--- src/design/uart_frame_pkg.sv ---
package uart_frame_pkg;

  localparam int OVERSAMPLE   = 8;  // ticks per bit
  localparam int SAMPLE_DEPTH = 5;  // majority vote window
  localparam int START_OFFSET = 2;  // puts sampling near mid-bit
  localparam int BIT_TIMER_W  = 3;

  typedef enum logic [1:0] {
    PARITY_NONE = 2'b00,
    PARITY_EVEN = 2'b01,
    PARITY_ODD  = 2'b10
  } parity_t;

  typedef enum logic {
    STOP_ONE = 1'b0,
    STOP_TWO = 1'b1
  } stop_t;

  // data bits minus one, 4 to 7 legal
  typedef logic [2:0] data_len_t;

  // upper bits zero in short frames
  typedef logic [7:0] uart_byte_t;

  // one tick every value + 1 cycles
  typedef logic [19:0] clk_div_t;

endpackage

--- src/design/uart_fsm_pkg.sv ---
package uart_fsm_pkg;

  // shared by the rx and tx frame FSMs
  typedef enum logic [2:0] {
    ST_IDLE   = 3'd0,
    ST_START  = 3'd1,
    ST_DATA   = 3'd2,
    ST_PARITY = 3'd3,
    ST_STOP   = 3'd4
  } uart_state_t;

endpackage

--- src/design/baud_tick_gen.sv ---
`timescale 1ns/1ps

module baud_tick_gen import uart_frame_pkg::*; (
  input  logic     clk,
  input  logic     reset,
  input  clk_div_t clock_divider,
  output logic     tick
);

  clk_div_t count;

  assign tick = (count == '0);

  always_ff @(posedge clk or posedge reset) begin
    if (reset) begin
      count <= '0;  // first tick right after reset
    end else if (tick) begin
      count <= clock_divider;
    end else begin
      count <= count - 1'b1;
    end
  end

  // reload of a nonzero divider must leave a gap
  tick_no_repeat: assert property (@(posedge clk) disable iff (reset)
    tick && (clock_divider != '0) |=> !tick);

endmodule

--- src/design/rx_sampler.sv ---
`timescale 1ns/1ps

module rx_sampler import uart_frame_pkg::*; (
  input  logic clk,
  input  logic reset,
  input  logic rxd,
  input  logic tick,
  output logic sample_value,
  output logic sample_tick
);

  logic [1:0]                        sync_q;
  logic [SAMPLE_DEPTH-2:0]           history;
  logic [SAMPLE_DEPTH-1:0]           samples;
  logic [$clog2(SAMPLE_DEPTH+1)-1:0] ones;

  // two-flop synchroniser, idle line reads high
  always_ff @(posedge clk or posedge reset) begin
    if (reset) begin
      sync_q <= 2'b11;
    end else begin
      sync_q <= {sync_q[0], rxd};
    end
  end

  assign samples = {history, sync_q[1]};

  always_comb begin
    ones = '0;
    for (int i = 0; i < SAMPLE_DEPTH; i++) begin
      ones = ones + samples[i];
    end
  end

  always_ff @(posedge clk or posedge reset) begin
    if (reset) begin
      history      <= '1;
      sample_value <= 1'b1;
      sample_tick  <= 1'b0;
    end else begin
      if (tick) begin
        history <= {history[SAMPLE_DEPTH-3:0], sync_q[1]};
      end
      sample_value <= (ones > SAMPLE_DEPTH / 2);  // majority vote
      sample_tick  <= tick;  // lines up with the vote
    end
  end

endmodule

--- src/design/uart_ctrl.sv ---
`timescale 1ns/1ps

module uart_ctrl import uart_frame_pkg::*; (
  input  logic       clk,
  input  logic       reset,
  input  clk_div_t   clock_divider,
  input  data_len_t  data_len,
  input  parity_t    parity,
  input  stop_t      stop,
  input  logic       rxd,
  output logic       txd,
  input  logic       write_req,
  input  uart_byte_t write_data,
  output logic       write_ack,
  output logic       read_req,
  output uart_byte_t read_data,
  input  logic       read_ack,
  output logic       frame_error,
  output logic       overrun
);

  logic tick;          // eight per bit
  logic sample_value;
  logic sample_tick;

  baud_tick_gen baud_tick_gen_i (
    .clk           (clk),
    .reset         (reset),
    .clock_divider (clock_divider),
    .tick          (tick)
  );

  rx_sampler rx_sampler_i (
    .clk          (clk),
    .reset        (reset),
    .rxd          (rxd),
    .tick         (tick),
    .sample_value (sample_value),
    .sample_tick  (sample_tick)
  );

  uart_rx uart_rx_i (
    .clk          (clk),
    .reset        (reset),
    .data_len     (data_len),
    .parity       (parity),
    .stop         (stop),
    .sample_value (sample_value),
    .sample_tick  (sample_tick),
    .read_req     (read_req),
    .read_data    (read_data),
    .read_ack     (read_ack),
    .frame_error  (frame_error),
    .overrun      (overrun)
  );

  uart_tx uart_tx_i (
    .clk        (clk),
    .reset      (reset),
    .data_len   (data_len),
    .parity     (parity),
    .stop       (stop),
    .tick       (tick),
    .write_req  (write_req),
    .write_data (write_data),
    .write_ack  (write_ack),
    .txd        (txd)
  );

endmodule

--- src/design/uart_rx.sv ---
`timescale 1ns/1ps

module uart_rx import uart_frame_pkg::*, uart_fsm_pkg::*; (
  input  logic       clk,
  input  logic       reset,
  input  data_len_t  data_len,
  input  parity_t    parity,
  input  stop_t      stop,
  input  logic       sample_value,
  input  logic       sample_tick,
  output logic       read_req,
  output uart_byte_t read_data,
  input  logic       read_ack,
  output logic       frame_error,
  output logic       overrun
);

  uart_state_t            state;
  logic [BIT_TIMER_W-1:0] bit_timer;
  logic                   bit_tick;
  logic                   start_seen;
  logic [2:0]             bit_cnt;
  logic [2:0]             last_stop;
  logic                   parity_acc;
  uart_byte_t             shifter;
  logic                   read_busy;
  logic                   frame_done;
  logic                   deliver;

  assign start_seen = (state == ST_IDLE) && sample_tick && !sample_value;
  assign bit_tick   = sample_tick && (bit_timer == '0);
  assign last_stop  = (stop == STOP_TWO) ? 3'd1 : 3'd0;

  // last stop bit read high, frame is good
  assign frame_done = (state == ST_STOP) && bit_tick && sample_value &&
                      (bit_cnt == last_stop);
  assign deliver    = frame_done && !read_busy;

  always_ff @(posedge clk or posedge reset) begin
    if (reset) begin
      bit_timer <= '0;
    end else if (start_seen) begin
      bit_timer <= BIT_TIMER_W'(START_OFFSET);
    end else if (bit_tick) begin
      bit_timer <= BIT_TIMER_W'(OVERSAMPLE - 1);
    end else if (sample_tick) begin
      bit_timer <= bit_timer - 1'b1;
    end
  end

  always_ff @(posedge clk or posedge reset) begin
    if (reset) begin
      state       <= ST_IDLE;
      bit_cnt     <= '0;
      frame_error <= 1'b0;
      overrun     <= 1'b0;
      read_req    <= 1'b0;
      read_busy   <= 1'b0;
    end else begin
      frame_error <= 1'b0;
      overrun     <= 1'b0;
      if (read_req && read_ack) begin
        read_req <= 1'b0;
      end
      if (!read_req && !read_ack) begin
        read_busy <= 1'b0;  // host has closed the handshake
      end
      case (state)
        ST_IDLE: begin
          if (start_seen) begin
            state <= ST_START;
          end
        end
        ST_START: begin
          if (bit_tick) begin
            bit_cnt <= '0;
            state   <= sample_value ? ST_IDLE : ST_DATA;  // false start
          end
        end
        ST_DATA: begin
          if (bit_tick) begin
            bit_cnt <= bit_cnt + 1'b1;
            if (bit_cnt == data_len) begin
              bit_cnt <= '0;
              state   <= (parity == PARITY_NONE) ? ST_STOP : ST_PARITY;
            end
          end
        end
        ST_PARITY: begin
          if (bit_tick) begin
            if (parity_acc == sample_value) begin
              state <= ST_STOP;
            end else begin
              frame_error <= 1'b1;
              state       <= ST_IDLE;
            end
          end
        end
        ST_STOP: begin
          if (bit_tick) begin
            if (!sample_value) begin
              frame_error <= 1'b1;
              state       <= ST_IDLE;
            end else if (frame_done) begin
              state <= ST_IDLE;
              if (read_busy) begin
                overrun <= 1'b1;  // previous byte still out
              end else begin
                read_req  <= 1'b1;
                read_busy <= 1'b1;
              end
            end else begin
              bit_cnt <= bit_cnt + 1'b1;
            end
          end
        end
        default: begin
          state <= ST_IDLE;
        end
      endcase
    end
  end

  always_ff @(posedge clk) begin
    if (state == ST_START && bit_tick) begin
      shifter    <= '0;
      parity_acc <= (parity == PARITY_ODD);
    end else if (state == ST_DATA && bit_tick) begin
      shifter[bit_cnt] <= sample_value;  // lsb first
      parity_acc       <= parity_acc ^ sample_value;
    end
    if (deliver) begin
      read_data <= shifter;
    end
  end

  read_data_stable: assert property (@(posedge clk) disable iff (reset)
    read_req && $past(read_req) |-> $stable(read_data));

  read_req_held: assert property (@(posedge clk) disable iff (reset)
    $fell(read_req) |-> $past(read_ack));

endmodule

--- src/design/uart_tx.sv ---
`timescale 1ns/1ps

module uart_tx import uart_frame_pkg::*, uart_fsm_pkg::*; (
  input  logic       clk,
  input  logic       reset,
  input  data_len_t  data_len,
  input  parity_t    parity,
  input  stop_t      stop,
  input  logic       tick,
  input  logic       write_req,
  input  uart_byte_t write_data,
  output logic       write_ack,
  output logic       txd
);

  uart_state_t            state;
  logic [BIT_TIMER_W-1:0] tick_cnt;
  logic                   wrap;
  logic [2:0]             bit_cnt;
  logic [2:0]             last_stop;
  logic                   pending;
  logic                   launch;
  logic                   parity_acc;
  uart_byte_t             data_reg;
  logic                   txd_next;

  assign wrap      = tick && (tick_cnt == BIT_TIMER_W'(OVERSAMPLE - 1));
  assign pending   = write_req && !write_ack;
  assign last_stop = (stop == STOP_TWO) ? 3'd1 : 3'd0;

  // start from idle, or straight after the last stop bit
  assign launch = wrap && pending &&
                  ((state == ST_IDLE) || (state == ST_STOP && bit_cnt == last_stop));

  always_ff @(posedge clk or posedge reset) begin
    if (reset) begin
      tick_cnt <= '0;
    end else if (tick) begin
      tick_cnt <= wrap ? '0 : tick_cnt + 1'b1;
    end
  end

  always_comb begin
    case (state)
      ST_START:  txd_next = 1'b0;
      ST_DATA:   txd_next = data_reg[bit_cnt];
      ST_PARITY: txd_next = parity_acc;
      default:   txd_next = 1'b1;  // idle and stop
    endcase
  end

  always_ff @(posedge clk or posedge reset) begin
    if (reset) begin
      state     <= ST_IDLE;
      bit_cnt   <= '0;
      write_ack <= 1'b0;
      txd       <= 1'b1;
    end else begin
      txd <= txd_next;
      if (write_ack && !write_req) begin
        write_ack <= 1'b0;
      end
      if (launch) begin
        write_ack <= 1'b1;
        state     <= ST_START;
      end else if (wrap) begin
        case (state)
          ST_START: begin
            bit_cnt <= '0;
            state   <= ST_DATA;
          end
          ST_DATA: begin
            bit_cnt <= bit_cnt + 1'b1;
            if (bit_cnt == data_len) begin
              bit_cnt <= '0;
              state   <= (parity == PARITY_NONE) ? ST_STOP : ST_PARITY;
            end
          end
          ST_PARITY: begin
            bit_cnt <= '0;
            state   <= ST_STOP;
          end
          ST_STOP: begin
            if (bit_cnt == last_stop) begin
              state <= ST_IDLE;
            end else begin
              bit_cnt <= bit_cnt + 1'b1;
            end
          end
          default: begin
            state <= ST_IDLE;
          end
        endcase
      end
    end
  end

  always_ff @(posedge clk) begin
    if (launch) begin
      data_reg <= write_data;
    end
    if (wrap && state == ST_START) begin
      parity_acc <= (parity == PARITY_ODD);  // odd seeds with one
    end else if (wrap && state == ST_DATA) begin
      parity_acc <= parity_acc ^ data_reg[bit_cnt];
    end
  end

  ack_needs_req: assert property (@(posedge clk) disable iff (reset)
    $rose(write_ack) |-> $past(write_req));

endmodule

--- config.mk ---
export PLATFORM = sky130hd
export DESIGN_NAME = uart_ctrl
export DESIGN_NICKNAME = d
export VERILOG_FILES = /design/src/design/uart_frame_pkg.sv /design/src/design/uart_fsm_pkg.sv /design/src/design/baud_tick_gen.sv /design/src/design/rx_sampler.sv /design/src/design/uart_ctrl.sv /design/src/design/uart_rx.sv /design/src/design/uart_tx.sv
export SDC_FILE = /design/constraint.sdc
export NUM_CORES = 1
export LEC_CHECK = 0
export BUFFER_PORTS_ARGS = -buffer_cell sky130_fd_sc_hd__buf_2
export CORE_MARGIN = 2
export CORE_UTILIZATION = 35
export DETAILED_ROUTE_END_ITERATION = 8
export HOLD_SLACK_MARGIN = 0.08
export PLACE_DENSITY = 0.56
export SYNTH_ARGS = -nofsm -noshare
export SYNTH_HDL_FRONTEND = slang
export SYNTH_SLANG_ARGS = --single-unit
--- constraint.sdc ---
create_clock -name clk -period 3.3 [get_ports clk]
set_input_delay 0 -clock clk [delete_from_list [all_inputs] [get_ports clk]]
set_output_delay 0 -clock clk [all_outputs]
set_load 0.03 [all_outputs]
==> out/qor.txt, run 1 <==
Die Wd = 111 um
most frequent cells after synthesis = dfrtp_1, nor2_1, nand2_1
Num CTS Buffers = 9
clk sinks = 78
Worst Setup SP = baud_tick_gen_i.count[0]
Cell Chain, Critical Path = inv_1 > ha_1 > or4b_1 > nor3_4 > nand2_2 > clkinv_4 > a22oi_1 > o31ai_1
sequential area share after synthesis = 50.2%
Area contributors post-synth = dfrtp_1, edfxtp_1, dfstp_2
CP peak stage delay = 0.61 ns
CORE AREA = 11300 um^2
CTS H-Tree Depth = 3
Final Hold Vio Count = 0
count of input and output buffers = 51
WL per Instance = 13.3 um
dpl hpwl = 5750 um
Row Count = 39
Synth async-reset ratio = 66.7%
Worst Path Buf+Inv = 2
Slew Limit Fails = 0
fmax = 394 MHz
YS warnings = 0
post-synth cell types = 65
initial core utilization = 35.6%
Worst Hold Class = primary input to flop
Clock Skew = 0.00624 ns
largest net degree at the start of global routing = 31
Top FF cell, synth = dfrtp_1
Placer Congestion = 0.750
max reg flops = 20
die area = 12300 um^2
Post-Syn Nets = 429
Pleak = 0.00211 uW
max_cap viols = 0
startpoint types = flop
1st-pass router iterations = 5
Slew @ Worst Pin = 0.887 ns
GRT overflow = 0
I/O pin total = 52
Layout Nets = 507
Max-slew headroom = 40.4%
GRT Util Overall = 14.0%
post-CTS resize count = 0
Largest Register = baud_tick_gen_i.count
Reg clk slew, reported paths = 0.06 ns
leading area contributor after synthesis = dfrtp_1
R2R depth = 8
initial antenna violation count = 0
share of the synthesized area in the top cell type = 27.5%
vias in the first global route = 2961
initial DRC count = 108
CTS tree = yes
vias per inst = 4.87
setup TNS = 0 ns
worst-skew pair later-pin latency = 0.33 ns
RSZ-0062 raised after global routing = no
crit-path leading delay family = simple AND/OR/NAND/NOR gates
cell area after synthesis = 4010 um^2
Worst Hold Path Cells = 4
Crit Path Category = flop to flop
Avg Cell Area, Syn = 10.6 um^2
share of cells above drive strength 1 = 23.6%
first-pass GRT wire length = 14200 um
crit path max fanout = 23
DRT antenna net count = 0
clk buf depth = 2
P per Cell Area = 479 nW/um^2
Worst EP arrival = 2.78 ns
FILL cells = 1088
clk root buf = clkbuf_16
# setup viols final = 0
hold path endpoint = uart_rx_i.overrun
die height = 111 um
number of flops mapped to enable cells by yosys = 18
total power = 2390 uW
vias = 2948
Crit-path slowest cell = or4b_1
crit end category = flop
outcome = complete, no violations
hold_sp = stop
synthesized flop and latch total = 78
most numerous cell in the Yosys netlist = dfrtp_1
Synth-to-Final Area Change = 24.4%
min cycle time layout = 2.54 ns
maximum VDD drop = 0.288 mV
# diodes = 0
reg-to-reg setup timing slack = 0.76 ns
reg2reg end = baud_tick_gen_i.count[19]
Residual DRC = 0
DRT Wirelength = 8060 um
Gate Count Post-Synth = 379
Reg-to-Reg Start = baud_tick_gen_i.count[0]
Final period util = 76.9%
WP data required = 3.54 ns
==> placed cells by master (no fill, tap or decap), drive strengths merged, types with 11 or more instances in the layout <==
| master | count |
|---|---|
| a21oi | 15 |
| edfxtp | 18 |
| nand2 | 36 |
| buf | 53 |
| o21ai | 27 |
| nor2 | 40 |
| clkbuf | 11 |
| inv | 23 |
| nor3 | 11 |
| xnor2 | 18 |
| dlygate4sd3 | 32 |
| dfrtp | 44 |
==> metal layers <==
layer,up-vias,track usage (%),part of all wire (%)
li1,1491,-,-
met1,1398,18.4,47
met2,51,23.3,49
met3,8,2.90,3.0
met4,0,4.42,1.2
met5,-,0,0
==> tightest hold or removal path, cell delays in order <==
cell,delay [ns]
buf_2,0.11
xnor2_1,0.09
nand2_1,0.14
nor4_1,0.07
==> how the worst max path moves through the flow <==
stage / to / cells past startpoint / slack (ns)
global route: baud_tick_gen_i.count[17] / 8 / 0.57
global placement: baud_tick_gen_i.count[19] / 8 / 0.84
floorplan: uart_tx_i.data_reg[0] / 8 / 0.67
finish: baud_tick_gen_i.count[19] / 8 / 0.76
CTS: baud_tick_gen_i.count[19] / 8 / 0.74
detailed placement: baud_tick_gen_i.count[19] / 8 / 0.75
==> logic make-up after synthesis <==
| family | share of synthesized area, % |
|---|---|
| xor gates and xnor gates | 5.25 |
| AOI/OAI and AO/OA | 12.3 |
| adders and majority gates | 3.81 |
| DFF | 50.2 |
| muxes | 4.18 |
| and+or+nand+nor | 19.4 |
| buffers and inverters | 4.93 |
==> through the flow <==
step                setup WS, ns  utilization, %  area, um^2  instances  hold WS (ns)
floorplan                  0.670               -        4010        379       0.00448
global placement           0.843            38.6        4350        557        0.0596
detailed placement         0.753            38.6        4350        557        0.0554
CTS                        0.744            44.2        4990        605         0.116
global route               0.567            44.2        4990        605         0.170
finish                     0.763            44.2        4990        605         0.125
==> report_power, final <==
group	internal [uW]	switching [uW]
Sequential	1040	68.1
Combinational	121	99.1
Clock	665	394
Total	1830	562
==> final cells by class <==
class	instances	area [um^2]	share of cell area (%)
sequential	78	2010	40.4
multi-input combinational	260	1800	36.1
timing repair buffer	85	591	11.8
clock buffer	11	233	4.67
tap	143	179	3.59
inverter	23	91.3	1.83
clock inverter	5	82.6	1.66
==> repair_timing <==
item,CTS,global route
setup buffers,0,0
hold buffers,32,0
hold endpoints to repair,54,0
Power figures use the tool's default switching activity.
==> run 2, diff against run 1 <==
--- a/config.mk
+++ b/config.mk
@@ -10,7 +10,7 @@
 export CORE_UTILIZATION = 35
 export DETAILED_ROUTE_END_ITERATION = 8
 export HOLD_SLACK_MARGIN = 0.08
-export PLACE_DENSITY = 0.56
+export PLACE_DENSITY = 0.58
 export SYNTH_ARGS = -nofsm -noshare
 export SYNTH_HDL_FRONTEND = slang
 export SYNTH_SLANG_ARGS = --single-unit
==> constraint.sdc (replaced) <==
create_clock -name clk -period 2.05 [get_ports clk]
set_input_delay 0 -clock clk [delete_from_list [all_inputs] [get_ports clk]]
set_output_delay 0 -clock clk [all_outputs]
set_load 0.03 [all_outputs]
==> run 2 against run 1 <==
Net effect:
- setup slack got worse by 0.82 ns
- the flow now finishes with violations (negative setup slack)
- global-route usage rose by 0.84 points
- via count rose by 10%
- sequential power rose by 58%
- final area rose by 13%
- sequential cell count did not move
- largest power group unchanged
- critical path type unchanged
==> out/qor.txt, run 2 (synthesis results as in run 1) <==
WL per Instance = 13.7 um
largest net degree at the start of global routing = 53
vias in the first global route = 3249
clk buf depth = 2
max_cap viols = 0
Die Wd = 111 um
count of input and output buffers = 51
initial DRC count = 125
Setup crit end = baud_tick_gen_i.count[3]
Worst Hold Class = primary input to flop
most frequent cells in the layout = buf_2, dfrtp_1, buf_4
max reg flops = 20
DRT Wirelength = 8980 um
outcome = finished, violations left
Pleak = 0.00245 uW
clk sinks = 78
Final Cell Area = 5620 um^2
dpl hpwl = 6050 um
Slew Limit Fails = 0
share of cells above drive strength 1 = 37.5%
CTS H-Tree Depth = 3
Reg clk slew, reported paths = 0.06 ns
die area = 12300 um^2
Max-slew headroom = 54.9%
maximum VDD drop = 0.502 mV
P per Cell Area = 725 nW/um^2
Worst EP arrival = 2.33 ns
CORE AREA = 11300 um^2
DRT antenna net count = 0
Row Count = 39
Worst Setup SP = baud_tick_gen_i.count[0]
Crit Path Category = flop to flop
failing checks = negative setup slack
reg2reg end = baud_tick_gen_i.count[3]
fmax = 474 MHz
die height = 111 um
Reg-to-Reg Start = baud_tick_gen_i.count[0]
vias per inst = 4.96
GRT overflow = 0
Clock Skew = 0.0107 ns
final worst setup slack = -0.0594 ns
first-pass GRT wire length = 14900 um
# diodes = 0
Slew @ Worst Pin = 0.676 ns
1st-pass router iterations = 4
RSZ-0062 raised after global routing = yes
startpoint types = flop
initial core utilization = 35.6%
R2R depth = 8
worst-skew pair later-pin latency = 0.34 ns
crit end category = flop
GRT Util Overall = 14.9%
Synth-to-Final Area Change = 40.3%
reg-to-reg setup timing slack = -0.06 ns
vias = 3247
clk root buf = clkbuf_16
Area after DPL = 4690 um^2
Residual DRC = 0
min cycle time layout = 2.11 ns
WP data required = 2.28 ns
Placer Congestion = 0.842
# setup viols final = 22
Final Hold Vio Count = 0
most common cell after layout, fill and taps aside = buf_2
Num CTS Buffers = 9
Final period util = 103%
crit path max fanout = 6
Layout Nets = 557
I/O pin total = 52
initial antenna violation count = 0
Largest Register = baud_tick_gen_i.count
total power = 4080 uW
CTS tree = yes
## run 2: metrics by stage
stage                     setup TNS [ns]  worst slack, ns  std cells  util [%]  hold WS (ns)
after global placement            -0.426          -0.0502        597      41.6         0.112
final                             -0.554          -0.0594        655      49.9         0.123
after floorplan                    -1.59           -0.199        379         -       0.00448
after CTS                         -0.139          -0.0567        649      48.0         0.116
after detailed placement          -0.834          -0.0906        597      41.6         0.113
after global routing               -3.12           -0.135        655      49.9         0.157
## run 2: what timing repair did
item,CTS,global route
resized for setup,9,37
pin swaps,8,16
endpoints found under the setup margin,17,41
endpoints found under the hold margin,76,0
hold buffers,32,0
cloned,0,2
setup buffers,4,4
## run 2: critical path: stages, from the launching register on
cell and delay (ns):
dfrtp_1 0.38, inv_1 0.06, ha_2 0.16, or4b_4 0.49
buf_6 0.16, nor3_4 0.23, nand2_4 0.18, buf_8 0.18
o21a_1 0.16
## run 2: area by class of cell
cell class              instances  area (um^2)
clock inverters                 5         81.3
multi-input cells             260         1990
inverters                      23         98.8
repair inverters                1         8.76
clock buffers                  11          243
repair buffers                134         1010
fillers                      1008         5650
flip-flops and latches         78         2010
well taps                     143          179
## run 2: worst min path at each step
stage | start | to | cells past startpoint
final | stop | uart_rx_i.overrun | 4
after global routing | stop | uart_rx_i.overrun | 4
after CTS | parity[1] | uart_tx_i.parity_acc | 3
after detailed placement | rxd | rx_sampler_i.sync_q[0] | 1
after global placement | rxd | rx_sampler_i.sync_q[0] | 1
after floorplan | rxd | rx_sampler_i.sync_q[0] | 0
## run 2: report_power, final
part           internal [uW]  switching, uW  leakage, uW
clock                   1100            632     0.000152
combinational            322            270      0.00143
sequential              1680           75.0     0.000864
total                   3100            977      0.00245
## run 2: routing by layer
metal	wire (um)	track usage (%)	up-vias
li1	-	-	1588
met1	3820	17.1	1592
met2	4780	27.1	57
met3	285	3.55	10
met4	89	4.75	0
met5	0	0	-
